[config.mk]
export PLATFORM = sky130hd
export DESIGN_NAME = fight_core
export DESIGN_NICKNAME = d
export VERILOG_FILES = /design/src/verilog/fight_state_pkg.sv /design/src/verilog/arena_geom_pkg.sv /design/src/verilog/fighter_fsm.sv /design/src/verilog/fighter_boxes.sv /design/src/verilog/collision_detect.sv /design/src/verilog/hit_detect.sv /design/src/verilog/health_tracker.sv /design/src/verilog/fight_core.sv
export SDC_FILE = /design/constraint.sdc
export NUM_CORES = 1
export LEC_CHECK = 0
export BUFFER_PORTS_ARGS = -buffer_cell sky130_fd_sc_hd__buf_2
export CORE_ASPECT_RATIO = 1.25
export CORE_MARGIN = 2
export CORE_UTILIZATION = 45
export DETAILED_ROUTE_END_ITERATION = 8
export PLACE_DENSITY = 0.66
export SLEW_MARGIN = 25
export SYNTH_ARGS = -nofsm -noshare
export SYNTH_HDL_FRONTEND = slang
export SYNTH_SLANG_ARGS = --single-unit
[constraint.sdc]
create_clock -name clk -period 3.7 [get_ports clk]
set_clock_uncertainty 0.1 [all_clocks]
set_input_delay 0 -clock clk [delete_from_list [all_inputs] [get_ports clk]]
set_output_delay 0 -clock clk [all_outputs]
set_load 0.02 [all_outputs]
[src/verilog/fight_state_pkg.sv]
package fight_state_pkg;

	// fighter states, shared by the state machine and the hit resolver.
	typedef enum logic [3:0] {
		S_IDLE           = 4'd0,
		S_MOVEFORWARD    = 4'd1,
		S_MOVEBACKWARDS  = 4'd2,
		S_B_ATTACK_START = 4'd3,
		S_B_ATTACK_END   = 4'd4,
		S_B_ATTACK_PULL  = 4'd5
	} fighter_state_t;

	// bit 1 set when p1 lands, bit 0 set when p2 lands.
	typedef enum logic [1:0] {
		NO_HIT     = 2'b00,
		P2_HITS_P1 = 2'b01,
		P1_HITS_P2 = 2'b10,
		BOTH_HIT   = 2'b11
	} hit_result_t;

	localparam int HEALTH_W = 8;

endpackage

[src/verilog/arena_geom_pkg.sv]
package arena_geom_pkg;

	localparam int COORD_W = 10;

	// limits of a fighter's left edge.
	localparam logic [COORD_W-1:0] ARENA_MIN_X = 10'd16;
	localparam logic [COORD_W-1:0] ARENA_MAX_X = 10'd560;

	// bottom of every body.
	localparam logic [COORD_W-1:0] GROUND_Y = 10'd400;

	localparam logic [COORD_W-1:0] BODY_W = 10'd48;
	localparam logic [COORD_W-1:0] BODY_H = 10'd96;

	// arm reach and its vertical band.
	localparam logic [COORD_W-1:0] ARM_LEN = 10'd40;
	localparam logic [COORD_W-1:0] ARM_Y1  = 10'd330;
	localparam logic [COORD_W-1:0] ARM_Y2  = 10'd350;

	localparam logic [COORD_W-1:0] P1_START_X = 10'd100;
	localparam logic [COORD_W-1:0] P2_START_X = 10'd480;

endpackage

[src/verilog/fighter_fsm.sv]
module fighter_fsm #(
	parameter bit FACE_RIGHT = 1'b1,
	parameter int MOVE_STEP = 4,
	parameter int ATTACK_START_FRAMES = 3,
	parameter int ATTACK_ACTIVE_FRAMES = 4,
	parameter int ATTACK_PULL_FRAMES = 3,
	parameter logic [arena_geom_pkg::COORD_W-1:0] START_X = arena_geom_pkg::P1_START_X
) (
	input  logic                                  clk,
	input  logic                                  rst_n,
	input  logic                                  frame_tick,
	input  logic                                  game_over,
	input  logic                                  forward,
	input  logic                                  backward,
	input  logic                                  attack,
	output fight_state_pkg::fighter_state_t       state,
	output logic [arena_geom_pkg::COORD_W-1:0]    pos_x
);

	localparam int CW = arena_geom_pkg::COORD_W;
	localparam int CNT_W = $clog2(ATTACK_START_FRAMES + ATTACK_ACTIVE_FRAMES +
		ATTACK_PULL_FRAMES + 1);

	localparam logic [CNT_W-1:0] START_LAST = CNT_W'(ATTACK_START_FRAMES - 1);
	localparam logic [CNT_W-1:0] ACTIVE_LAST = CNT_W'(ATTACK_ACTIVE_FRAMES - 1);
	localparam logic [CNT_W-1:0] PULL_LAST = CNT_W'(ATTACK_PULL_FRAMES - 1);
	localparam logic [CW-1:0] STEP = CW'(MOVE_STEP);

	fight_state_pkg::fighter_state_t state_next;
	logic [CNT_W-1:0] frame_cnt;
	logic [CNT_W-1:0] cnt_next;
	logic [CW-1:0] pos_next;
	logic step_right;
	logic step_left;

	// ticks spent in the current attack phase.
	always_comb begin
		state_next = state;
		cnt_next = frame_cnt + 1'b1;
		case (state)
			fight_state_pkg::S_B_ATTACK_START: begin
				if (frame_cnt == START_LAST) begin
					state_next = fight_state_pkg::S_B_ATTACK_END;
					cnt_next = '0;
				end
			end
			fight_state_pkg::S_B_ATTACK_END: begin
				if (frame_cnt == ACTIVE_LAST) begin
					state_next = fight_state_pkg::S_B_ATTACK_PULL;
					cnt_next = '0;
				end
			end
			fight_state_pkg::S_B_ATTACK_PULL: begin
				if (frame_cnt == PULL_LAST) begin
					state_next = fight_state_pkg::S_IDLE;
					cnt_next = '0;
				end
			end
			default: begin
				cnt_next = '0;
				if (attack)
					state_next = fight_state_pkg::S_B_ATTACK_START;
				else if (forward)
					state_next = fight_state_pkg::S_MOVEFORWARD;
				else if (backward)
					state_next = fight_state_pkg::S_MOVEBACKWARDS;
				else
					state_next = fight_state_pkg::S_IDLE;
			end
		endcase
	end

	// forward is toward larger x only for a fighter facing right.
	assign step_right = FACE_RIGHT ? (state_next == fight_state_pkg::S_MOVEFORWARD) :
		(state_next == fight_state_pkg::S_MOVEBACKWARDS);
	assign step_left = FACE_RIGHT ? (state_next == fight_state_pkg::S_MOVEBACKWARDS) :
		(state_next == fight_state_pkg::S_MOVEFORWARD);

	always_comb begin
		pos_next = pos_x;
		if (step_right) begin
			if (pos_x >= arena_geom_pkg::ARENA_MAX_X - STEP)
				pos_next = arena_geom_pkg::ARENA_MAX_X;
			else
				pos_next = pos_x + STEP;
		end else if (step_left) begin
			if (pos_x <= arena_geom_pkg::ARENA_MIN_X + STEP)
				pos_next = arena_geom_pkg::ARENA_MIN_X;
			else
				pos_next = pos_x - STEP;
		end
	end

	always_ff @(posedge clk) begin
		if (!rst_n) begin
			state <= fight_state_pkg::S_IDLE;
			frame_cnt <= '0;
			pos_x <= START_X;
		end else if (frame_tick && !game_over) begin
			state <= state_next;
			frame_cnt <= cnt_next;
			pos_x <= pos_next;
		end
	end

endmodule

[src/verilog/fighter_boxes.sv]
module fighter_boxes #(
	parameter bit FACE_RIGHT = 1'b1
) (
	input  logic [arena_geom_pkg::COORD_W-1:0] pos_x,
	output logic [arena_geom_pkg::COORD_W-1:0] hurt_x1,
	output logic [arena_geom_pkg::COORD_W-1:0] hurt_x2,
	output logic [arena_geom_pkg::COORD_W-1:0] hurt_y1,
	output logic [arena_geom_pkg::COORD_W-1:0] hurt_y2,
	output logic [arena_geom_pkg::COORD_W-1:0] arm_x1,
	output logic [arena_geom_pkg::COORD_W-1:0] arm_x2,
	output logic [arena_geom_pkg::COORD_W-1:0] arm_y1,
	output logic [arena_geom_pkg::COORD_W-1:0] arm_y2
);

	// main hurtbox stands on the ground line.
	assign hurt_x1 = pos_x;
	assign hurt_x2 = pos_x + arena_geom_pkg::BODY_W;
	assign hurt_y1 = arena_geom_pkg::GROUND_Y - arena_geom_pkg::BODY_H;
	assign hurt_y2 = arena_geom_pkg::GROUND_Y;

	assign arm_y1 = arena_geom_pkg::ARM_Y1;
	assign arm_y2 = arena_geom_pkg::ARM_Y2;

	if (FACE_RIGHT) begin : g_arm_right
		assign arm_x1 = pos_x + arena_geom_pkg::BODY_W;
		assign arm_x2 = pos_x + arena_geom_pkg::BODY_W + arena_geom_pkg::ARM_LEN;
	end else begin : g_arm_left
		// clamped at the left screen edge.
		assign arm_x1 = (pos_x > arena_geom_pkg::ARM_LEN) ?
			pos_x - arena_geom_pkg::ARM_LEN : '0;
		assign arm_x2 = pos_x;
	end

endmodule

[src/verilog/collision_detect.sv]
module collision_detect (
	input  logic [arena_geom_pkg::COORD_W-1:0] a_x1,
	input  logic [arena_geom_pkg::COORD_W-1:0] a_x2,
	input  logic [arena_geom_pkg::COORD_W-1:0] a_y1,
	input  logic [arena_geom_pkg::COORD_W-1:0] a_y2,
	input  logic [arena_geom_pkg::COORD_W-1:0] b_x1,
	input  logic [arena_geom_pkg::COORD_W-1:0] b_x2,
	input  logic [arena_geom_pkg::COORD_W-1:0] b_y1,
	input  logic [arena_geom_pkg::COORD_W-1:0] b_y2,
	output logic                               collision_result
);

	// edges touching count as overlap.
	assign collision_result = (a_x1 <= b_x2) && (b_x1 <= a_x2) &&
		(a_y1 <= b_y2) && (b_y1 <= a_y2);

endmodule

[src/verilog/hit_detect.sv]
module hit_detect (
	input  fight_state_pkg::fighter_state_t    p1_state,
	input  logic [arena_geom_pkg::COORD_W-1:0] p1_arm_x1,
	input  logic [arena_geom_pkg::COORD_W-1:0] p1_arm_x2,
	input  logic [arena_geom_pkg::COORD_W-1:0] p1_arm_y1,
	input  logic [arena_geom_pkg::COORD_W-1:0] p1_arm_y2,
	input  logic [arena_geom_pkg::COORD_W-1:0] p1_hurt_x1,
	input  logic [arena_geom_pkg::COORD_W-1:0] p1_hurt_x2,
	input  logic [arena_geom_pkg::COORD_W-1:0] p1_hurt_y1,
	input  logic [arena_geom_pkg::COORD_W-1:0] p1_hurt_y2,
	input  fight_state_pkg::fighter_state_t    p2_state,
	input  logic [arena_geom_pkg::COORD_W-1:0] p2_arm_x1,
	input  logic [arena_geom_pkg::COORD_W-1:0] p2_arm_x2,
	input  logic [arena_geom_pkg::COORD_W-1:0] p2_arm_y1,
	input  logic [arena_geom_pkg::COORD_W-1:0] p2_arm_y2,
	input  logic [arena_geom_pkg::COORD_W-1:0] p2_hurt_x1,
	input  logic [arena_geom_pkg::COORD_W-1:0] p2_hurt_x2,
	input  logic [arena_geom_pkg::COORD_W-1:0] p2_hurt_y1,
	input  logic [arena_geom_pkg::COORD_W-1:0] p2_hurt_y2,
	output fight_state_pkg::hit_result_t       hit_result
);

	logic p1_arm_p2_body;
	logic p2_arm_p1_body;
	logic arm_clash;

	collision_detect u_p1_arm_p2_body (
		.a_x1(p1_arm_x1), .a_x2(p1_arm_x2), .a_y1(p1_arm_y1), .a_y2(p1_arm_y2),
		.b_x1(p2_hurt_x1), .b_x2(p2_hurt_x2), .b_y1(p2_hurt_y1), .b_y2(p2_hurt_y2),
		.collision_result(p1_arm_p2_body)
	);

	collision_detect u_p2_arm_p1_body (
		.a_x1(p2_arm_x1), .a_x2(p2_arm_x2), .a_y1(p2_arm_y1), .a_y2(p2_arm_y2),
		.b_x1(p1_hurt_x1), .b_x2(p1_hurt_x2), .b_y1(p1_hurt_y1), .b_y2(p1_hurt_y2),
		.collision_result(p2_arm_p1_body)
	);

	collision_detect u_arm_clash (
		.a_x1(p1_arm_x1), .a_x2(p1_arm_x2), .a_y1(p1_arm_y1), .a_y2(p1_arm_y2),
		.b_x1(p2_arm_x1), .b_x2(p2_arm_x2), .b_y1(p2_arm_y1), .b_y2(p2_arm_y2),
		.collision_result(arm_clash)
	);

	// only an arm in its active phase can land.
	always_comb begin
		hit_result = fight_state_pkg::NO_HIT;
		case (p1_state)
			fight_state_pkg::S_B_ATTACK_END: begin
				case (p2_state)
					fight_state_pkg::S_B_ATTACK_END:
						if (arm_clash) hit_result = fight_state_pkg::BOTH_HIT;
					fight_state_pkg::S_B_ATTACK_PULL:
						if (arm_clash) hit_result = fight_state_pkg::P1_HITS_P2;
					default:
						if (p1_arm_p2_body) hit_result = fight_state_pkg::P1_HITS_P2;
				endcase
			end
			fight_state_pkg::S_B_ATTACK_PULL: begin
				// a retracting arm is still hittable.
				if (p2_state == fight_state_pkg::S_B_ATTACK_END && arm_clash)
					hit_result = fight_state_pkg::P2_HITS_P1;
			end
			default: begin
				if (p2_state == fight_state_pkg::S_B_ATTACK_END && p2_arm_p1_body)
					hit_result = fight_state_pkg::P2_HITS_P1;
			end
		endcase
	end

endmodule

[src/verilog/health_tracker.sv]
module health_tracker #(
	parameter int MAX_HEALTH = 100,
	parameter int HIT_DAMAGE = 10
) (
	input  logic                                 clk,
	input  logic                                 rst_n,
	input  logic                                 frame_tick,
	input  fight_state_pkg::hit_result_t         hit_result,
	output logic [fight_state_pkg::HEALTH_W-1:0] p1_health,
	output logic [fight_state_pkg::HEALTH_W-1:0] p2_health,
	output logic                                 game_over
);

	localparam int HW = fight_state_pkg::HEALTH_W;
	localparam logic [HW-1:0] FULL = HW'(MAX_HEALTH);
	localparam logic [HW-1:0] DAMAGE = HW'(HIT_DAMAGE);

	fight_state_pkg::hit_result_t prev_hit;
	logic [1:0] hit_rise;
	logic [HW-1:0] p1_after_hit;
	logic [HW-1:0] p2_after_hit;

	// a held hit counts once.
	assign hit_rise = hit_result & ~prev_hit;

	assign p1_after_hit = (p1_health > DAMAGE) ? p1_health - DAMAGE : '0;
	assign p2_after_hit = (p2_health > DAMAGE) ? p2_health - DAMAGE : '0;

	always_ff @(posedge clk) begin
		if (!rst_n) begin
			prev_hit <= fight_state_pkg::NO_HIT;
			p1_health <= FULL;
			p2_health <= FULL;
			game_over <= 1'b0;
		end else if (frame_tick && !game_over) begin
			prev_hit <= hit_result;
			// bit 0 is p2 landing on p1.
			if (hit_rise[0])
				p1_health <= p1_after_hit;
			if (hit_rise[1])
				p2_health <= p2_after_hit;
			if (p1_health == '0 || p2_health == '0)
				game_over <= 1'b1;
		end
	end

endmodule

[src/verilog/fight_core.sv]
module fight_core #(
	parameter int MOVE_STEP = 4,
	parameter int ATTACK_START_FRAMES = 3,
	parameter int ATTACK_ACTIVE_FRAMES = 4,
	parameter int ATTACK_PULL_FRAMES = 3,
	parameter int MAX_HEALTH = 100,
	parameter int HIT_DAMAGE = 10
) (
	input  logic                                 clk,
	input  logic                                 rst_n,
	input  logic                                 frame_tick,
	input  logic                                 p1_forward,
	input  logic                                 p1_backward,
	input  logic                                 p1_attack,
	input  logic                                 p2_forward,
	input  logic                                 p2_backward,
	input  logic                                 p2_attack,
	output fight_state_pkg::fighter_state_t      p1_state,
	output fight_state_pkg::fighter_state_t      p2_state,
	output logic [arena_geom_pkg::COORD_W-1:0]   p1_x,
	output logic [arena_geom_pkg::COORD_W-1:0]   p2_x,
	output fight_state_pkg::hit_result_t         hit_result,
	output logic [fight_state_pkg::HEALTH_W-1:0] p1_health,
	output logic [fight_state_pkg::HEALTH_W-1:0] p2_health,
	output logic                                 game_over
);

	localparam int CW = arena_geom_pkg::COORD_W;

	logic [CW-1:0] p1_hurt_x1, p1_hurt_x2, p1_hurt_y1, p1_hurt_y2;
	logic [CW-1:0] p1_arm_x1, p1_arm_x2, p1_arm_y1, p1_arm_y2;
	logic [CW-1:0] p2_hurt_x1, p2_hurt_x2, p2_hurt_y1, p2_hurt_y2;
	logic [CW-1:0] p2_arm_x1, p2_arm_x2, p2_arm_y1, p2_arm_y2;

	// p1 starts on the left facing right.
	fighter_fsm #(
		.FACE_RIGHT(1'b1), .MOVE_STEP(MOVE_STEP),
		.ATTACK_START_FRAMES(ATTACK_START_FRAMES),
		.ATTACK_ACTIVE_FRAMES(ATTACK_ACTIVE_FRAMES),
		.ATTACK_PULL_FRAMES(ATTACK_PULL_FRAMES),
		.START_X(arena_geom_pkg::P1_START_X)
	) u_p1_fsm (
		.clk(clk), .rst_n(rst_n), .frame_tick(frame_tick), .game_over(game_over),
		.forward(p1_forward), .backward(p1_backward), .attack(p1_attack),
		.state(p1_state), .pos_x(p1_x)
	);

	fighter_fsm #(
		.FACE_RIGHT(1'b0), .MOVE_STEP(MOVE_STEP),
		.ATTACK_START_FRAMES(ATTACK_START_FRAMES),
		.ATTACK_ACTIVE_FRAMES(ATTACK_ACTIVE_FRAMES),
		.ATTACK_PULL_FRAMES(ATTACK_PULL_FRAMES),
		.START_X(arena_geom_pkg::P2_START_X)
	) u_p2_fsm (
		.clk(clk), .rst_n(rst_n), .frame_tick(frame_tick), .game_over(game_over),
		.forward(p2_forward), .backward(p2_backward), .attack(p2_attack),
		.state(p2_state), .pos_x(p2_x)
	);

	fighter_boxes #(.FACE_RIGHT(1'b1)) u_p1_boxes (
		.pos_x(p1_x),
		.hurt_x1(p1_hurt_x1), .hurt_x2(p1_hurt_x2), .hurt_y1(p1_hurt_y1), .hurt_y2(p1_hurt_y2),
		.arm_x1(p1_arm_x1), .arm_x2(p1_arm_x2), .arm_y1(p1_arm_y1), .arm_y2(p1_arm_y2)
	);

	fighter_boxes #(.FACE_RIGHT(1'b0)) u_p2_boxes (
		.pos_x(p2_x),
		.hurt_x1(p2_hurt_x1), .hurt_x2(p2_hurt_x2), .hurt_y1(p2_hurt_y1), .hurt_y2(p2_hurt_y2),
		.arm_x1(p2_arm_x1), .arm_x2(p2_arm_x2), .arm_y1(p2_arm_y1), .arm_y2(p2_arm_y2)
	);

	hit_detect u_hit_detect (
		.p1_state(p1_state),
		.p1_arm_x1(p1_arm_x1), .p1_arm_x2(p1_arm_x2),
		.p1_arm_y1(p1_arm_y1), .p1_arm_y2(p1_arm_y2),
		.p1_hurt_x1(p1_hurt_x1), .p1_hurt_x2(p1_hurt_x2),
		.p1_hurt_y1(p1_hurt_y1), .p1_hurt_y2(p1_hurt_y2),
		.p2_state(p2_state),
		.p2_arm_x1(p2_arm_x1), .p2_arm_x2(p2_arm_x2),
		.p2_arm_y1(p2_arm_y1), .p2_arm_y2(p2_arm_y2),
		.p2_hurt_x1(p2_hurt_x1), .p2_hurt_x2(p2_hurt_x2),
		.p2_hurt_y1(p2_hurt_y1), .p2_hurt_y2(p2_hurt_y2),
		.hit_result(hit_result)
	);

	health_tracker #(
		.MAX_HEALTH(MAX_HEALTH), .HIT_DAMAGE(HIT_DAMAGE)
	) u_health (
		.clk(clk), .rst_n(rst_n), .frame_tick(frame_tick), .hit_result(hit_result),
		.p1_health(p1_health), .p2_health(p2_health), .game_over(game_over)
	);

endmodule

== Word-level counts from Yosys, hierarchy flattened ==
Index checks and enable logic that the tools add are counted.
W data, S select, Z words.

* Register bits: 55
* Bits of input ports: 9
* Output and inout bits: 47
* Word-level logic and storage cells: 108

* $add $sub $neg: 12
* $lt $le $gt $ge: 13
* Equality and inequality tests: 14
* Mux-type cells: 38
* Bitwise gates (word level): 2
* Reductions and logical operators: 19

{| class="wikitable"
|+ Operators with widths
! operator !! number
|-
| $mux W10 || 9
|-
| $le A10 B10 Y1 || 6
|-
| $mux W4 || 14
|-
| $eq A4 B2 Y1 const B || 8
|-
| $add A10 B6 Y10 const B || 3
|-
| $pmux W4 S3 || 2
|-
| $add A10 B3 Y10 const B || 2
|-
| $ge A10 B10 Y1 const B || 2
|-
| $le A10 B5 Y1 const B || 2
|-
| $sub A10 B3 Y10 const B || 2
|-
| $eq A4 B3 Y1 const B || 4
|-
| $gt A8 B4 Y1 const B || 2
|-
| $logic_not A8 Y1 || 2
|-
| $mux W8 || 2
|-
| $pmux W4 S2 || 2
|-
| $sub A8 B4 Y8 const B || 2
|-
| $gt A10 B6 Y1 const B || 1
|-
| $mux W2 || 5
|-
| $reduce_and A2 Y1 || 5
|-
| $sub A10 B6 Y10 const B || 1
|-
| $add A4 B1 Y4 const B || 2
|-
| $eq A4 B1 Y1 const B || 2
|-
| $pmux W2 S2 || 2
|-
| $logic_and A1 B1 Y1 || 6
|-
| 7 further kinds || 10
|}

== Logic depth before layout (Yosys ltp) ==
* Depth after elaboration: 9
* Mapped depth: 17

== By module ==
Synthesis repeated with hierarchy kept, for this count alone.

* Cells, all modules: 1110
* Area, all modules: 8410.6 µm²

{| class="wikitable"
|+ Modules (own cells, without submodules)
! module !! times used !! cells each !! area an instance (µm²) !! sequential area each (µm²)
|-
| collision_detect || 3 || 143 || 1034.7 || 0.0
|-
| fighter_fsm (u_p1_fsm) || 1 || 175 || 1377.6 || 320.3
|-
| fighter_fsm (u_p2_fsm) || 1 || 162 || 1302.5 || 320.3
|-
| health_tracker || 1 || 115 || 960.9 || 340.3
|-
| fighter_boxes (u_p2_boxes) || 1 || 112 || 804.5 || 0.0
|-
| fighter_boxes (u_p1_boxes) || 1 || 111 || 790.8 || 0.0
|-
| hit_detect || 1 || 6 || 70.1 || 0.0
|}

== Least setup slack after synthesis ==
No wires, ideal clock.

* Path type: flip-flop to flip-flop
* Start point: register u_p1_fsm.pos_x[4] in the netlist's numbering
* End point: register u_health.p2_health[5] in the netlist's numbering
* Library setup time: 0.062 ns
* Arrival time: 3.843 ns
* Setup slack: -0.306 ns
* Stages on the path, launching flop included: 16
* Path buffers: 0
* Clock period less this slack: 4.006 ns
* Cell sequence: dfxtp_1 -> inv_1 -> ha_1 -> nand3b_1 -> xnor2_2 -> nand3_1 -> xnor2_1 -> ha_1 -> inv_1 -> or4_1 -> a21oi_1 -> o31a_1 -> nand4_1 -> and3_4 -> or4_1 -> nand3_1

* Word-level cells in the longest chain between the ends: 9

{| class="wikitable"
|+ RTL lines
! what !! RTL line !! text
|-
| start, declared || fighter_fsm.sv:17 || <nowiki>output logic [arena_geom_pkg::COORD_W-1:0] pos_x</nowiki>
|-
| start signal, assigned || fighter_fsm.sv:102 || <nowiki>pos_x <= pos_next;</nowiki>
|-
| $add A10 B6 Y10 (*) || fighter_boxes.sv:25, fighter_boxes.sv:26 ||
|-
| $add A10 B6 Y10 || fighter_boxes.sv:26 || <nowiki>assign arm_x2 = pos_x + arena_geom_pkg::BODY_W + arena_geom_pkg::ARM_LEN;</nowiki>
|-
| $le A10 B10 Y1 || collision_detect.sv:14 || <nowiki>assign collision_result = (a_x1 <= b_x2) && (b_x1 <= a_x2) &&</nowiki>
|-
| $logic_and A1 B1 Y1 || collision_detect.sv:14 ||
|-
| $mux W2 (on tied branches) || hit_detect.sv:56, hit_detect.sv:52, hit_detect.sv:54 ||
|-
| $pmux W2 S2 (*) || hit_detect.sv:50 || <nowiki>case (p2_state)</nowiki>
|-
| $pmux W2 S2 (*) || hit_detect.sv:48 || <nowiki>case (p1_state)</nowiki>
|-
| $and A2 B2 Y2 (*) || health_tracker.sv:24 || <nowiki>assign hit_rise = hit_result & ~prev_hit;</nowiki>
|-
| $reduce_and A2 Y1 (no line) (*) || n/a ||
|-
| end signal, assigned || health_tracker.sv:41 || <nowiki>p2_health <= p2_after_hit;</nowiki>
|-
| end, declared || health_tracker.sv:10 || <nowiki>output logic [fight_state_pkg::HEALTH_W-1:0] p2_health,</nowiki>
|}

Every way passes the cells marked *; elsewhere a longest branch is shown, timed or not.
A chain may end at the register's enable or synchronous reset.

== Final worst setup path ==
* Start point: register u_p2_fsm.pos_x[4] in the netlist's numbering
* End point: register u_health.p2_health[5] in the netlist's numbering

* Word-level cells in the longest chain between the ends: 9

{| class="wikitable"
|+ RTL lines
! what !! RTL line !! text
|-
| start, declared || fighter_fsm.sv:17 ||
|-
| start signal, assigned || fighter_fsm.sv:102 ||
|-
| $sub A10 B6 Y10 or $gt A10 B6 Y1 (tied branches) || fighter_boxes.sv:30, fighter_boxes.sv:29 ||
|-
| $mux W10 || fighter_boxes.sv:29 || <nowiki>assign arm_x1 = (pos_x > arena_geom_pkg::ARM_LEN) ?</nowiki>
|-
| $le A10 B10 Y1 || collision_detect.sv:14 ||
|-
| $logic_and A1 B1 Y1 || collision_detect.sv:14 ||
|-
| $mux W2 (on tied branches) || hit_detect.sv:54, hit_detect.sv:52 ||
|-
| $pmux W2 S2 (*) || hit_detect.sv:50 ||
|-
| $pmux W2 S2 (*) || hit_detect.sv:48 ||
|-
| $and A2 B2 Y2 (*) || health_tracker.sv:24 ||
|-
| $reduce_and A2 Y1 (no line) (*) || n/a ||
|}

Marked as above.

==> metrics <==
worst r2r src=u_p2_fsm.pos_x[4]$_SDFFE_PN0P_; Setup crit end kind=register; vias in the first global route=4,764; critical path peak fanout=6; largest area contributor in the netlist=dfxtp_1; MaxCap Viol Count=0; worst slew pin tran=946 ps; Setup crit start kind=register; fin crit share=95.8%; gr ovfl total=0; Clock Tree Buf Depth=2; ant diodes=0; # fillers=1,030; Die W=98.0 um; placed insts=829; area grow syn2layout=18.1%; drt first pass iters=5; Worst Path Required=3830 ps; NumNets Final=791; footprint of the multi-input gates=0.00383 mm^2; Post-Syn Instances=636; reg2reg end=u_health.p2_health[5]$_SDFFE_PN1P_; Netlist cell types=79; initial antenna violation count=0; R2R depth=16; cell area after synthesis=0.00497 mm^2; ys async rst share=0%; Routed WL per cell=17.0 um; routability congestion estimate=0.894; Synthesis Warnings=0; Critical path destination=u_health.p2_health[5]$_SDFFE_PN1P_; peak supply drop=0.168 mV; Die Span Y=121 um; CP Launch Point=u_p2_fsm.pos_x[4]$_SDFFE_PN0P_; total power=1910 uW; Worst path max stage delay=420 ps; initial core utilization=46.6%; clock-pin slew on the worst setup and hold paths=70 ps; Seq/Total Area, Yosys=19.7%; post-synth top area share=19.7%; Seq. cell area=1000 um^2; Fmax=0.282 GHz; DP HPWL=10,800 um; first-pass GRT wire length=22,900 um; largest net degree at the start of global routing=36; fin crit period=3540 ps; Core Area=0.0107 mm^2; Slew HR=36.9%; critical path arrival=3680 ps; Final Hold Fails=0; Post-Route WL=14,300 um; share of cells above drive strength 1=22.2%; cts bufs inserted=5; root buffer cell=clkbuf_16; Die ar.=0.0119 mm^2; H-tree depth=2; worst skew pair latency=290 ps; Synth Register Bits=49; GRT Overall Usage=23.6%; I/O pin total=56; Vias/cell=6.01; initial DRC count=327; EDFF count, synth=0; TritonCTS clock tree=yes; Rows=42; Final ANT Viol Nets=0; DR vias=5,069; PD cells=326 mW/mm^2; PortBufs=49; status=finished clean; Final Setup Violations=0; worst-path cell chain=inv_1 > ha_1 > buf_4 > a21oi_2 > nor3_2 > buf_4 > nor3_2 > ha_1 > a21o_1 > a21oi_2 > o221ai_2 > a31oi_2 > nand4_1 > and3_4 > or4_4 > nand3_2; leakage power total=0.00259 uW; HP Class=in -> reg; Crit Path Category=reg -> reg; DRC violations left=0; Slew Limit Fails=0; average size of a mapped cell=7.81 um^2; CTS Sinks=49; Main synth FF type=dfxtp_1; CP max stage cell=or4_4; top post-synthesis cells by area=dfxtp_1 20%, ha_1 18%, a21oi_1 5.1%, nand2_1 4.2%, nor2_1 4.0%; flop2flop setup slack=160 ps; Post-Layout Cell Count=843
## routing by layer
metal	wire length [um]	GRT usage, %	vias to the layer above
li1	-	-	2475
met1	6130	28.4	2403
met2	7290	43.1	161
met3	618	3.17	30
met4	299	7.64	0
met5	0	0	-
## Yosys cell counts, drive strengths merged (4+ instances only)
cell type	n
nor2b	11
o22ai	6
nand2b	12
clkbuf	10
nand3b	6
o311ai	7
ha	72
o32ai	4
nand4	7
xor2	8
a31oi	7
a21o	10
mux2i	4
nor3	21
and2	5
nor3b	4
inv	38
dfxtp	49
or4	5
a211oi	6
xnor2	11
o21a	5
o221ai	8
and3	11
nor4	8
a22oi	4
a211o	4
nor2	53
or3	8
buf	21
nand3	18
nand2	56
a21oi	52
o211ai	7
o21ai	36
## where the power goes
group	switching, uW	internal (uW)
logic	504	356
registers	33.8	548
clock network	217	253
## cell families (layout without fill, tap and decap cells)
family	count (synthesis)	count (layout)	share of synthesized area (%)
xor+xnor	19	19	4.03
mux	6	6	1.26
other cells	1	6	0.0755
fa+ha+maj	72	72	18.1
flops	49	49	19.7
compound gates	187	187	25.8
simple gates	233	233	24.6
buf+inv	69	139	6.27
## how the worst min path moves through the flow
| stage | from | endpoint | slack, ps | cells past startpoint |
|---|---|---|---|---|
| after floorplan | frame_tick | u_health.game_over$_SDFFE_PN0P_ | 40 | 2 |
| after global placement | frame_tick | u_health.game_over$_SDFFE_PN0P_ | 180 | 3 |
| after detailed placement | frame_tick | u_health.game_over$_SDFFE_PN0P_ | 190 | 3 |
| after CTS | rst_n | u_health.p2_health[5]$_SDFFE_PN1P_ | 110 | 2 |
| after global routing | rst_n | u_health.p2_health[5]$_SDFFE_PN1P_ | 150 | 2 |
| final | rst_n | u_health.p2_health[5]$_SDFFE_PN1P_ | 100 | 2 |
## cells in the final DEF, fill, tap and decap left out, drive strengths merged, types with 4 or more instances in the layout
cell     n
o21ai   36
nand2   56
a21o    10
nor2b   11
o21a     5
o211ai   7
o32ai    4
a21oi   52
nand4    7
o311ai   7
or3      8
nand3   18
inv     40
nor2    53
and2     5
nor3b    4
xnor2   11
conb     6
nor3    21
a22oi    4
xor2     8
mux2i    4
nand3b   6
nand2b  12
and3    11
a211oi   6
dfxtp   49
nor4     8
or4      5
o22ai    6
clkbuf   5
a211o    4
ha      72
buf     92
a31oi    7
o221ai   8
## through the flow
step / hold WS (ps) / cell area, um^2 / setup TNS (ps) / setup WS [ps] / util (%)
floorplan: 40.6 / 5000 / 0 / 48.8 / -
global placement: 180 / 5530 / 0 / 12.5 / 51.8
finish: 103 / 5870 / 0 / 156 / 55.0
detailed placement: 194 / 5530 / -86.1 / -43.8 / 51.9
global route: 147 / 5870 / -105 / -30.8 / 55.0
CTS: 112 / 5700 / 0 / 28.3 / 53.4
## worst max-delay path, delay by kind of cell, from the launching register on
| kind | cells | cell delay, ps |
|---|---|---|
| AOI/OAI and AO/OA | 5 | 870 |
| adders and majority gates | 2 | 490 |
| buffers and inverters | 3 | 380 |
| DFF | 1 | 370 |
| and+or+nand+nor | 6 | 1270 |
## area by class of cell
cell class | instances | area share [%]
multi-input cells | 523 | 65.3
flip-flops and latches | 49 | 17.0
repair buffers | 93 | 9.91
well taps | 132 | 2.81
inverters | 38 | 2.47
clock buffers | 5 | 2.13
clock inverters | 3 | 0.341
## state kept, by name, summed over array words and instances, names as in the netlist
| signal | cells |
|---|---|
| u_health.p1_health | 7 |
| u_p1_fsm.pos_x | 8 |
| u_p2_fsm.state | 4 |
| u_p1_fsm.state | 4 |
| u_health.p2_health | 7 |
| u_health.prev_hit | 2 |
| u_health.game_over | 1 |
| u_p2_fsm.pos_x | 8 |
| u_p2_fsm.frame_cnt | 4 |
| u_p1_fsm.frame_cnt | 4 |
## timing repair
action                                  CTS  global route
setup buffers                             0             4
pin swaps                                 0            17
cloned                                    0             1
endpoints found under the setup margin    4            15
endpoints found under the hold margin     1             0
gates resized for setup                   2            36
hold buffers                              1             0
Power figures use the tool's default switching activity.
